[src/ooo_pkg.sv]
`default_nettype none

package ooo_pkg;

    localparam int xlen        = 32;
    localparam int reg_addr_w  = 5;
    // tags wrap after 16 instructions
    localparam int tag_w       = 4;
    localparam int rs_depth    = 4;
    localparam int age_w       = 8;
    localparam int mul_latency = 4;
    // multiply down-counter, wide enough to hold mul_latency
    localparam int mul_cnt_w   = $clog2(mul_latency) + 1;

    typedef enum logic [2:0] {
        op_add = 3'd0,
        op_sub = 3'd1,
        op_and = 3'd2,
        op_or  = 3'd3,
        op_xor = 3'd4,
        op_slt = 3'd5,
        op_mul = 3'd6,
        // constant 1, needs no sources
        op_li1 = 3'd7
    } alu_op_t;

    typedef struct packed {
        alu_op_t               op;
        logic [reg_addr_w-1:0] rd;
        logic [reg_addr_w-1:0] rs1;
        logic [reg_addr_w-1:0] rs2;
    } instr_t;

    typedef struct packed {
        logic                  valid;
        alu_op_t               op;
        logic [reg_addr_w-1:0] rd;
        logic [tag_w-1:0]      tag;
        logic [age_w-1:0]      age;
        logic                  src1_ready;
        logic [tag_w-1:0]      src1_tag;
        logic [xlen-1:0]       src1_data;
        logic                  src2_ready;
        logic [tag_w-1:0]      src2_tag;
        logic [xlen-1:0]       src2_data;
    } rs_entry_t;

    typedef struct packed {
        logic                  valid;
        logic [tag_w-1:0]      tag;
        logic [reg_addr_w-1:0] rd;
        logic [xlen-1:0]       data;
    } cdb_t;

    typedef struct packed {
        logic                  valid;
        alu_op_t               op;
        logic [reg_addr_w-1:0] rd;
        logic [tag_w-1:0]      tag;
        logic [xlen-1:0]       a;
        logic [xlen-1:0]       b;
    } issue_t;

endpackage

`default_nettype wire
[src/ooo_core_top.sv]
`timescale 1ns/1ps
`default_nettype none

module ooo_core_top
    import ooo_pkg::*;
(
    input  logic   clk,
    input  logic   rst,
    input  logic   flush,
    input  logic   instr_valid,
    input  instr_t instr,
    output logic   instr_ready,
    output cdb_t   cdb_out
);

    rs_entry_t rs_write;
    logic      rs_free;
    issue_t    issue;
    logic      exe_busy;

    // producer side, register file and status table
    dispatch_unit dispatch_i (
        .clk         (clk),
        .rst         (rst),
        .flush       (flush),
        .instr_valid (instr_valid),
        .instr       (instr),
        .rs_free     (rs_free),
        .cdb         (cdb_out),
        .rs_write    (rs_write),
        .instr_ready (instr_ready)
    );

    reservation_station station_i (
        .clk      (clk),
        .rst      (rst),
        .flush    (flush),
        .rs_write (rs_write),
        .cdb      (cdb_out),
        .exe_busy (exe_busy),
        .rs_free  (rs_free),
        .issue    (issue)
    );

    // the only CDB driver
    execute_unit execute_i (
        .clk      (clk),
        .rst      (rst),
        .flush    (flush),
        .issue    (issue),
        .exe_busy (exe_busy),
        .cdb      (cdb_out)
    );

endmodule

`default_nettype wire

[src/execute_unit.sv]
`timescale 1ns/1ps
`default_nettype none

module execute_unit
    import ooo_pkg::*;
(
    input  logic   clk,
    input  logic   rst,
    input  logic   flush,
    input  issue_t issue,
    output logic   exe_busy,
    output cdb_t   cdb
);

    logic [mul_cnt_w-1:0]  mul_cnt;
    logic [xlen-1:0]       mul_data;
    logic [tag_w-1:0]      mul_tag;
    logic [reg_addr_w-1:0] mul_rd;
    logic [xlen-1:0]       product;
    logic [xlen-1:0]       alu_result;
    logic                  alu_fire;
    logic                  mul_fire;
    cdb_t                  cdb_next;

    assign alu_fire = issue.valid && (issue.op != op_mul);
    assign mul_fire = issue.valid && (issue.op == op_mul);

    // low half of the product only
    assign product = issue.a * issue.b;

    // busy covers the accept cycle too, so the station cannot slip one in
    assign exe_busy = mul_fire || (mul_cnt != '0);

    always_comb begin
        case (issue.op)
            op_add:  alu_result = issue.a + issue.b;
            op_sub:  alu_result = issue.a - issue.b;
            op_and:  alu_result = issue.a & issue.b;
            op_or:   alu_result = issue.a | issue.b;
            op_xor:  alu_result = issue.a ^ issue.b;
            op_slt:  alu_result = {{(xlen-1){1'b0}}, $signed(issue.a) < $signed(issue.b)};
            op_li1:  alu_result = {{(xlen-1){1'b0}}, 1'b1};
            default: alu_result = '0;
        endcase
    end

    always_comb begin
        cdb_next.valid = alu_fire;
        cdb_next.tag   = issue.tag;
        cdb_next.rd    = issue.rd;
        cdb_next.data  = alu_result;
        // last multiply cycle
        if (mul_cnt == mul_cnt_w'(1)) begin
            cdb_next.valid = 1'b1;
            cdb_next.tag   = mul_tag;
            cdb_next.rd    = mul_rd;
            cdb_next.data  = mul_data;
        end
    end

    always_ff @(posedge clk) begin
        if (rst || flush) begin
            mul_cnt <= '0;
        end else if (mul_fire) begin
            mul_cnt <= mul_cnt_w'(mul_latency - 1);
        end else if (mul_cnt != '0) begin
            mul_cnt <= mul_cnt - 1'b1;
        end
    end

    // multiply holding register
    always_ff @(posedge clk) begin
        if (mul_fire) begin
            mul_data <= product;
            mul_tag  <= issue.tag;
            mul_rd   <= issue.rd;
        end
    end

    always_ff @(posedge clk) begin
        cdb <= cdb_next;
        if (rst || flush) begin
            cdb.valid <= 1'b0;
        end
    end

endmodule

`default_nettype wire

[src/reservation_station.sv]
`timescale 1ns/1ps
`default_nettype none

module reservation_station
    import ooo_pkg::*;
(
    input  logic      clk,
    input  logic      rst,
    input  logic      flush,
    input  rs_entry_t rs_write,
    input  cdb_t      cdb,
    input  logic      exe_busy,
    output logic      rs_free,
    output issue_t    issue
);

    rs_entry_t slots [rs_depth];

    logic [$clog2(rs_depth)-1:0] wr_idx;
    logic [$clog2(rs_depth)-1:0] sel_idx;
    logic                        sel_found;
    logic [age_w-1:0]            best_age;
    logic [age_w-1:0]            age_diff;
    logic                        issue_fire;
    int unsigned                 free_cnt;
    rs_entry_t                   wr_entry;
    issue_t                      issue_next;

    // operand capture from a CDB result
    function automatic rs_entry_t capture(input rs_entry_t e, input cdb_t c);
        rs_entry_t r;
        r = e;
        if (c.valid && !e.src1_ready && (e.src1_tag == c.tag)) begin
            r.src1_ready = 1'b1;
            r.src1_data  = c.data;
        end
        if (c.valid && !e.src2_ready && (e.src2_tag == c.tag)) begin
            r.src2_ready = 1'b1;
            r.src2_data  = c.data;
        end
        return r;
    endfunction

    // lowest empty slot and number of empty slots
    always_comb begin
        wr_idx   = '0;
        free_cnt = 0;
        for (int i = rs_depth - 1; i >= 0; i--) begin
            if (!slots[i].valid) begin
                wr_idx   = i[$clog2(rs_depth)-1:0];
                free_cnt = free_cnt + 1;
            end
        end
    end

    // the entry still in flight from dispatch takes one of the free slots
    assign rs_free = free_cnt > (rs_write.valid ? 1 : 0);

    assign wr_entry = capture(rs_write, cdb);

    // oldest ready entry
    // ages are compared by the sign of their difference, the in-flight
    // window is far below half the age range
    always_comb begin
        sel_idx   = '0;
        sel_found = 1'b0;
        best_age  = '0;
        age_diff  = '0;
        for (int i = 0; i < rs_depth; i++) begin
            age_diff = slots[i].age - best_age;
            if (slots[i].valid && slots[i].src1_ready && slots[i].src2_ready) begin
                if (!sel_found || age_diff[age_w-1]) begin
                    sel_idx   = i[$clog2(rs_depth)-1:0];
                    sel_found = 1'b1;
                    best_age  = slots[i].age;
                end
            end
        end
    end

    assign issue_fire = sel_found && !exe_busy;

    always_comb begin
        issue_next       = '0;
        issue_next.valid = issue_fire;
        issue_next.op    = slots[sel_idx].op;
        issue_next.rd    = slots[sel_idx].rd;
        issue_next.tag   = slots[sel_idx].tag;
        issue_next.a     = slots[sel_idx].src1_data;
        issue_next.b     = slots[sel_idx].src2_data;
    end

    always_ff @(posedge clk) begin
        issue <= issue_next;
        if (rst || flush) begin
            issue.valid <= 1'b0;
        end
    end

    always_ff @(posedge clk) begin
        if (rst || flush) begin
            for (int i = 0; i < rs_depth; i++) begin
                slots[i].valid <= 1'b0;
            end
        end else begin
            for (int i = 0; i < rs_depth; i++) begin
                if (slots[i].valid) begin
                    slots[i] <= capture(slots[i], cdb);
                end
            end
            // issued entry leaves at the same edge
            if (issue_fire) begin
                slots[sel_idx].valid <= 1'b0;
            end
            // write slot is always empty, so it never collides with issue
            if (rs_write.valid) begin
                slots[wr_idx] <= wr_entry;
            end
        end
    end

endmodule

`default_nettype wire

[src/dispatch_unit.sv]
`timescale 1ns/1ps
`default_nettype none

module dispatch_unit
    import ooo_pkg::*;
(
    input  logic      clk,
    input  logic      rst,
    input  logic      flush,
    input  logic      instr_valid,
    input  instr_t    instr,
    input  logic      rs_free,
    input  cdb_t      cdb,
    output rs_entry_t rs_write,
    output logic      instr_ready
);

    // architectural state
    logic [xlen-1:0]         regs [2**reg_addr_w];
    logic [2**reg_addr_w-1:0] pending;
    logic [tag_w-1:0]        stat_tag [2**reg_addr_w];

    logic [tag_w-1:0] next_tag;
    logic [age_w-1:0] next_age;
    logic             fire;
    logic             cdb_hit;
    rs_entry_t        entry_next;

    assign instr_ready = rs_free;
    assign fire = instr_valid && rs_free;

    // result only lands if it still belongs to the newest writer
    assign cdb_hit = cdb.valid && (cdb.rd != '0) && pending[cdb.rd]
                     && (stat_tag[cdb.rd] == cdb.tag);

    // operand lookup with same-cycle bypass from the CDB
    function automatic void lookup(
        input  logic [reg_addr_w-1:0] ra,
        output logic                  rdy,
        output logic [tag_w-1:0]      tg,
        output logic [xlen-1:0]       dat
    );
        rdy = 1'b1;
        tg  = stat_tag[ra];
        dat = regs[ra];
        if (ra == '0) begin
            dat = '0;
        end else if (pending[ra]) begin
            if (cdb.valid && (cdb.tag == stat_tag[ra])) begin
                dat = cdb.data;
            end else begin
                rdy = 1'b0;
            end
        end
    endfunction

    always_comb begin
        entry_next       = '0;
        entry_next.valid = fire;
        entry_next.op    = instr.op;
        entry_next.rd    = instr.rd;
        entry_next.tag   = next_tag;
        entry_next.age   = next_age;
        lookup(instr.rs1, entry_next.src1_ready, entry_next.src1_tag, entry_next.src1_data);
        lookup(instr.rs2, entry_next.src2_ready, entry_next.src2_tag, entry_next.src2_data);
        // li1 ignores its sources
        if (instr.op == op_li1) begin
            entry_next.src1_ready = 1'b1;
            entry_next.src2_ready = 1'b1;
        end
    end

    always_ff @(posedge clk) begin
        rs_write <= entry_next;
        if (rst || flush) begin
            rs_write.valid <= 1'b0;
        end
    end

    always_ff @(posedge clk) begin
        if (rst || flush) begin
            next_tag <= '0;
            next_age <= '0;
        end else if (fire) begin
            next_tag <= next_tag + 1'b1;
            next_age <= next_age + 1'b1;
        end
    end

    // register file keeps its values across a flush
    always_ff @(posedge clk) begin
        if (rst) begin
            for (int i = 0; i < 2**reg_addr_w; i++) begin
                regs[i] <= '0;
            end
        end else if (cdb_hit) begin
            regs[cdb.rd] <= cdb.data;
        end
    end

    // status table, a newer writer overrides the clear
    always_ff @(posedge clk) begin
        if (rst || flush) begin
            pending <= '0;
        end else begin
            if (cdb_hit) begin
                pending[cdb.rd] <= 1'b0;
            end
            if (fire && (instr.rd != '0)) begin
                pending[instr.rd] <= 1'b1;
            end
        end
    end

    always_ff @(posedge clk) begin
        if (fire && (instr.rd != '0)) begin
            stat_tag[instr.rd] <= next_tag;
        end
    end

endmodule

`default_nettype wire

[config.mk]
export PLATFORM = sky130hd
export DESIGN_NAME = ooo_core_top
export DESIGN_NICKNAME = d
export VERILOG_FILES = /design/src/ooo_pkg.sv /design/src/ooo_core_top.sv /design/src/execute_unit.sv /design/src/reservation_station.sv /design/src/dispatch_unit.sv
export SDC_FILE = /design/constraint.sdc
export NUM_CORES = 2
export LEC_CHECK = 0
export BUFFER_PORTS_ARGS = -buffer_cell sky130_fd_sc_hd__buf_2
export CAP_MARGIN = 20
export CORE_UTILIZATION = 40
export CTS_BUF_LIST = sky130_fd_sc_hd__clkbuf_4 sky130_fd_sc_hd__clkbuf_8 sky130_fd_sc_hd__clkbuf_16
export DETAILED_ROUTE_END_ITERATION = 10
export GPL_ROUTABILITY_DRIVEN = 1
export SLEW_MARGIN = 20
export SYNTH_ARGS = -nofsm -noshare
export SYNTH_HDL_FRONTEND = slang
export SYNTH_HIERARCHICAL = 1
export SYNTH_SLANG_ARGS = --single-unit
export TNS_END_PERCENT = 10
[constraint.sdc]
create_clock -name clk -period 8.6 [get_ports clk]
set_clock_uncertainty 0.2 [all_clocks]
set_input_delay 1.29 -clock clk [delete_from_list [all_inputs] [get_ports clk]]
set_output_delay 1.29 -clock clk [all_outputs]
set_load 0.01 [all_outputs]
[Word level (Yosys, flattened, before mapping)]
Memories as Yosys holds them, arrays and structs flattened. A register that Yosys moved wholly into a read port is not among the register bits.
Cells that the tools add are included.
Storage, ports and cells
  flip-flop bits (word level): 226
  bits in latches: 0
  bits in writable memories: 1532
  ROM bits: 0
  input bits: 22
  output and inout bits: 43
  logic and storage cells: 288
  memories: 3
Memory list
  dispatch_i.regs: words 32, bits a word 32, rd ports 2, clocked after memory_dff 0, write ports 32, RTL line dispatch_unit.sv:19  | logic [xlen-1:0] regs [2**reg_addr_w];
  station_i.slots: words 4, bits a word 95, rd ports 5, clocked after memory_dff 1, write ports 6, RTL line reservation_station.sv:17  | rs_entry_t slots [rs_depth];
  dispatch_i.stat_tag: words 32, bits a word 4, rd ports 3, clocked after memory_dff 1, write ports 1, RTL line dispatch_unit.sv:21  | logic [tag_w-1:0] stat_tag [2**reg_addr_w];
Cells by class
  $add $sub $neg: 11
  multipliers: 1
  div/mod/pow operators: 0
  $lt $le $gt $ge: 8
  eq/ne operators: 23
  shift operators: 0
  mux-type cells: 136
  bitwise operators: 12
  reduce and logical (&&, ||, !) cells: 70
Operator list (number)
  32-bit two-way mux: 37
  32-bit case mux with 7 select lines: 1
  1-bit two-way mux: 75
  32-bit by 1-bit adder with 32-bit output, second input constant: 2
  32-bit AND: 2
  32-bit bitwise OR: 2
  4-bit equality test: 13
  42-bit two-way mux: 1
  1-bit logical AND: 40
  8-bit two-way mux: 5
  32-bit adder: 1
  32-bit > comparator: 1
  32-bit < comparator: 1
  32-bit by 32-bit multiplier with 32-bit output: 1
  32-bit NOT: 1
  32-bit OR reduction: 1
  32-bit subtractor: 1
  32-bit XOR: 1
  5-bit by 6-bit < comparator with 1-bit output, second input constant: 4
  8-bit subtractor: 3
  2-bit two-way mux: 11
  1-bit binary-select mux with 5-bit select: 3
  3-bit equality test, second input constant: 5
  1-bit logical NOT: 14
  20 further kinds: 35

[Longest topological paths before layout]
An unclocked memory read counts as a cell.
  word-level depth: 20
  depth in mapped cells: 39
  gate-level depth less buffers: 30

[Modules after synthesis]
Netlist, hierarchy kept.
By module, submodules not included
  dispatch_unit: times used 1, cells each 4695, area an instance 65552.9 um2, sequential area each 37375.8 um2
  execute_unit: times used 1, cells each 2708, area an instance 22701.8 um2, sequential area each 2132.0 um2
  reservation_station: times used 1, cells each 1649, area an instance 21236.6 um2, sequential area each 12952.4 um2

[Worst setup path after synthesis]
OpenSTA, ideal clock, no wires.
  path kind: register to register
  start point: memory station_i/slots[0][94] (netlist bit)
  end point: memory station_i/slots[1][94] (netlist bit) (enable)
  library setup time: 0.292 ns
  data arrival time: 8.441 ns
  required time: 8.108 ns
  setup slack: -0.333 ns
  cell stages (with the launch flop): 37
  path buffers: 7
  period minus slack after synthesis: 8.933 ns
  cells stage by stage: edfxtp_1 -> clkbuf_1 -> and3_1 -> buf_1 -> nand2_1 -> ha_1 -> or4b_1 -> o211ai_1 -> nor2_1 -> nor3_2 -> clkbuf_1 -> buf_1 -> clkbuf_1 -> nor2_1 -> a21oi_1 -> ha_1 -> a21o_1 -> a21o_1 -> a211oi_1 -> nor4b_1 -> a21oi_1 -> mux2_2 -> nand2_1 -> clkbuf_1 -> clkbuf_1 -> o21ai_0 -> ha_1 -> a21oi_1 -> nor2b_1 -> o21ai_0 -> nand2_1 -> or3_1 -> o32a_2 -> xnor3_1 -> a2111o_1 -> or4_1 -> nand2_1
RTL lines (RTL line)
  start, declared: reservation_station.sv:17

==> summary.md <==
Critical path
- compound AO/OA/AOI/OAI gates — family with the most delay on the worst path
- buf_4 — Most common cell on crit path
- 4 — sum of buffers and inverters on the critical path
- flip-flop — type of element capturing the critical path
- or4b_1 — master of the slowest instance on the critical path
- 0.46 ns — slack of the worst reg-to-reg path
- 8.65 ns — Critical Path AT
- station_i/slots[0][73] — launching element of the worst setup path
- 9.11 ns — Critical Path RT
- station_i/slots[0][73] — reg-to-reg startpoint
- 0.55 ns — peak per-stage delay on the critical path
- 32 — Levels on crit path
- 32 — depth of the worst register-to-register path
- flip-flop — kind of start point of the critical path
- 24 — maximum net fanout on the critical path
- reg -> reg — type of the setup path with the least slack

STA
- 8.137 ns — post-layout min period
- 0 — final setup violation count
- 0 — max-slew violation total from the final report
- 0 — number of endpoints with negative hold slack in the final report
- 0.1229 GHz — Highest Clock Rate
- 0.4634 ns — worst-case setup margin in the final layout
- 0.1673 ns — worst hold-check slack
- false — RSZ-0062 raised after global routing
- 0.9461 — ratio of final minimum period to clock period
- 0 ns — accumulated negative setup slack
- 0.1898 — relative slew slack
- 1.215 ns — slew at the pin closest to its max-slew limit

GRT
- 20 — number of antenna violations at the first check in global routing
- 0 — grt ovf
- 0.2897 — Tot GR Track Use
- 0.3754 — global routing usage on met1
- 581.0 mm — first-pass GRT wire length
- 81090 — vias in the first global route
- met2 — global routing's busiest layer
- 0.06176 — met3 demand-to-capacity share in global routing
- 0.4599 — met2 track demand over resource in global routing
- 109 — pin count of the biggest net entering global routing

Route
- 6.412 — via/cell ratio
- 6 — detailed-routing iteration count for the pre-antenna-repair pass
- 81260 — overall via count from detail_route
- 0 — number of remaining DRC errors
- 10400 — 1st-iter DRT viols
- 407.6 mm — Post-Route WL
- 32.16 um — final routed wire length divided by cell count
- 0 — number of routed nets with antenna violations

Synth
- 6 — Yosys warning count
- edfxtp_1, mux4_2, fa_1 — most area-consuming cells after synthesis
- edfxtp_1 — top_reg_cell synth
- 1834 — number of register bits inferred by synthesis
- 109500 um^2 — Mapped Area
- edfxtp_1 — top cell type by total area after synthesis
- 0 — fraction of registers with async set or reset after synthesis
- 9052 — Syn Inst Count
- 0.4791 — sequential element share of the synthesized area
- 0.4314 — top cell type's share of synthesized area
- 110 — unique cell type count in the Yosys netlist
- 1573 — number of enable flip-flop cells after synthesis
- 12.10 um^2 — Synth Area per Inst

CTS
- 0.07 ns — clock slew seen by the registers of the worst setup and hold paths
- 3 — maximum count of clock buffers along a single path
- 1834 — Num Clock Sinks
- 0 — hold_buf cts
- 0.88 ns — clock insertion delay at the later pin of the skew report
- 4 — H-tree level count
- yes — CTS tree
- 196 — clock buffer count from CTS
- clkbuf_16 — Clk Tree Root Cell

Min path
- 0 — instance count along the most critical hold path
- reg -> reg — Tightest Hold Check Type
- dispatch_i/next_age[7] — startpoint of the most critical hold path

Floorplan
- 65 — count of boundary I/O pins
- 0.4033 — Starting Density
- 271500 um^2 — core area
- 525.2 um — DIE HEIGHT
- 275800 um^2 — area of the die
- 191 — number of rows in the core area
- 525.2 um — Die X-Extent

Placed design
- 263.4 mm — HPWL reported at the end of detailed placement
- 64 — number of port buffers
- 0.9899 — weighted congestion at the end of routability-driven global placement
- 0.3465 ns — dpl ws

Pwr
- 273.4 nW/um^2 — power density cells
- 0.272 — clock share of power
- 11.80 mW — net switching power of the design
- 0.400 — relative contribution of combinational cells to total power
- 43.87 nW — leakage power of the design
- 0.328 — share of total power in sequential cells
- 33.09 mW — PnR Total Power
- 0.0009886 V — peak supply drop
- 0.3567 — switching share of total power
- 21.29 mW — cell-internal power

Cells and area
- edfxtp_1 — leading cell type in the layout, fill and taps excluded
- 52420 um^2 — area used by multi-input combinational logic
- 10.52% — Area Growth Syn to Fin
- 24490 — fill count
- 52470 um^2 — Reg area
- 0.1750 — layout cell share with drive strength beyond 1
- 0.4458 — fraction of the core area covered by cells at the end of the flow
- edfxtp_1, nor2_1, nand2_1 — highest-count cells in the layout ignoring fill and taps
- 9601 — # nets final

Run status
- completed — run status

Flow run
- 0 — number of violations of the max-capacitance limit

Yosys cell counts (26+ instances only):
cell type / instances
o221ai_1: 61
o211ai_1: 55
nand3_1: 122
nand2_1: 593
a31oi_1: 124
nor2_1: 1514
a221oi_1: 38
a22o_1: 198
buf_4: 28
nor4_1: 26
inv_1: 516
nor3_1: 64
dfxtp_1: 261
nand2b_1: 65
a21oi_1: 246
xor2_1: 47
clkbuf_1: 398
buf_1: 64
mux4_2: 530
a32oi_1: 74
o22ai_1: 96
nor2b_1: 28
mux2i_1: 311
a211oi_1: 76
a21o_1: 40
fa_1: 410
xnor2_1: 99
o31ai_1: 46
mux2_2: 207
edfxtp_1: 1573
buf_2: 203
o21ai_0: 149
nand4_1: 46
or3_1: 31
and3_1: 98
ha_1: 247
stage by stage:
step	area, um^2	std cells
after floorplan	109600	9087
after global placement	114100	12290
after detailed placement	114100	12290
after CTS	120900	12660
after global routing	121000	12670
final	121000	12670
sequential cells by signal, summed over array words and instances (netlist names):
register	count
dispatch_i/regs	1024
station_i/slots	380
dispatch_i/stat_tag	128
dispatch_i/rs_write	95
station_i/issue	77
execute_i/cdb	42
dispatch_i/pending	32
execute_i/mul_data	32
dispatch_i/next_age	8
execute_i/mul_rd	5
dispatch_i/next_tag	4
execute_i/mul_tag	4
execute_i/mul_cnt	3
worst paths after layout:
check                            end
max              station_i/issue[25]
min          dispatch_i/rs_write[81]
max reg2reg      station_i/issue[25]
min reg2reg  dispatch_i/rs_write[81]
cells by family after synthesis:
group / synth area share
buffers and inverters: 0.04818
AOI/OAI and AO/OA: 0.09305
other: 0.00003425
muxes: 0.1597
adders and majority gates: 0.1032
and+or+nand+nor: 0.1048
xor gates and xnor gates: 0.01188
DFF: 0.4791
area by class of cell:
type                    instances  share of cell area
well taps                    3570             0.03691
multi-input cells            5995              0.4332
repair buffers                356             0.02275
clock buffers                 266             0.04678
flip-flops and latches       1834              0.4336
diodes                          8           0.0001654
inverters                     539             0.01672
clock inverters               104            0.009926
power by group through the flow:
stage                     clock network [mW]  registers (mW)  logic (mW)
final                                   8.99            10.9        13.2
after global routing                    9.41            10.9        14.7
after CTS                               9.07            10.8        13.2
after detailed placement                   0            11.0        13.2
after global placement                     0            11.0        12.9
after floorplan                            0            10.9        9.59
metal layers:
metal  up-vias  wire, um
met2      5354    187000
li1      33110         -
met4        12     22850
met5         -       180
met3      1115     44440
met1     41660    153200
what timing repair did:
action,in CTS,in global routing
gates resized for setup,0,4
setup endpoints to repair,0,79
setup buffers,0,2
endpoints found under the hold margin,0,0
Note: power is estimated with default switching activity, not from simulation.
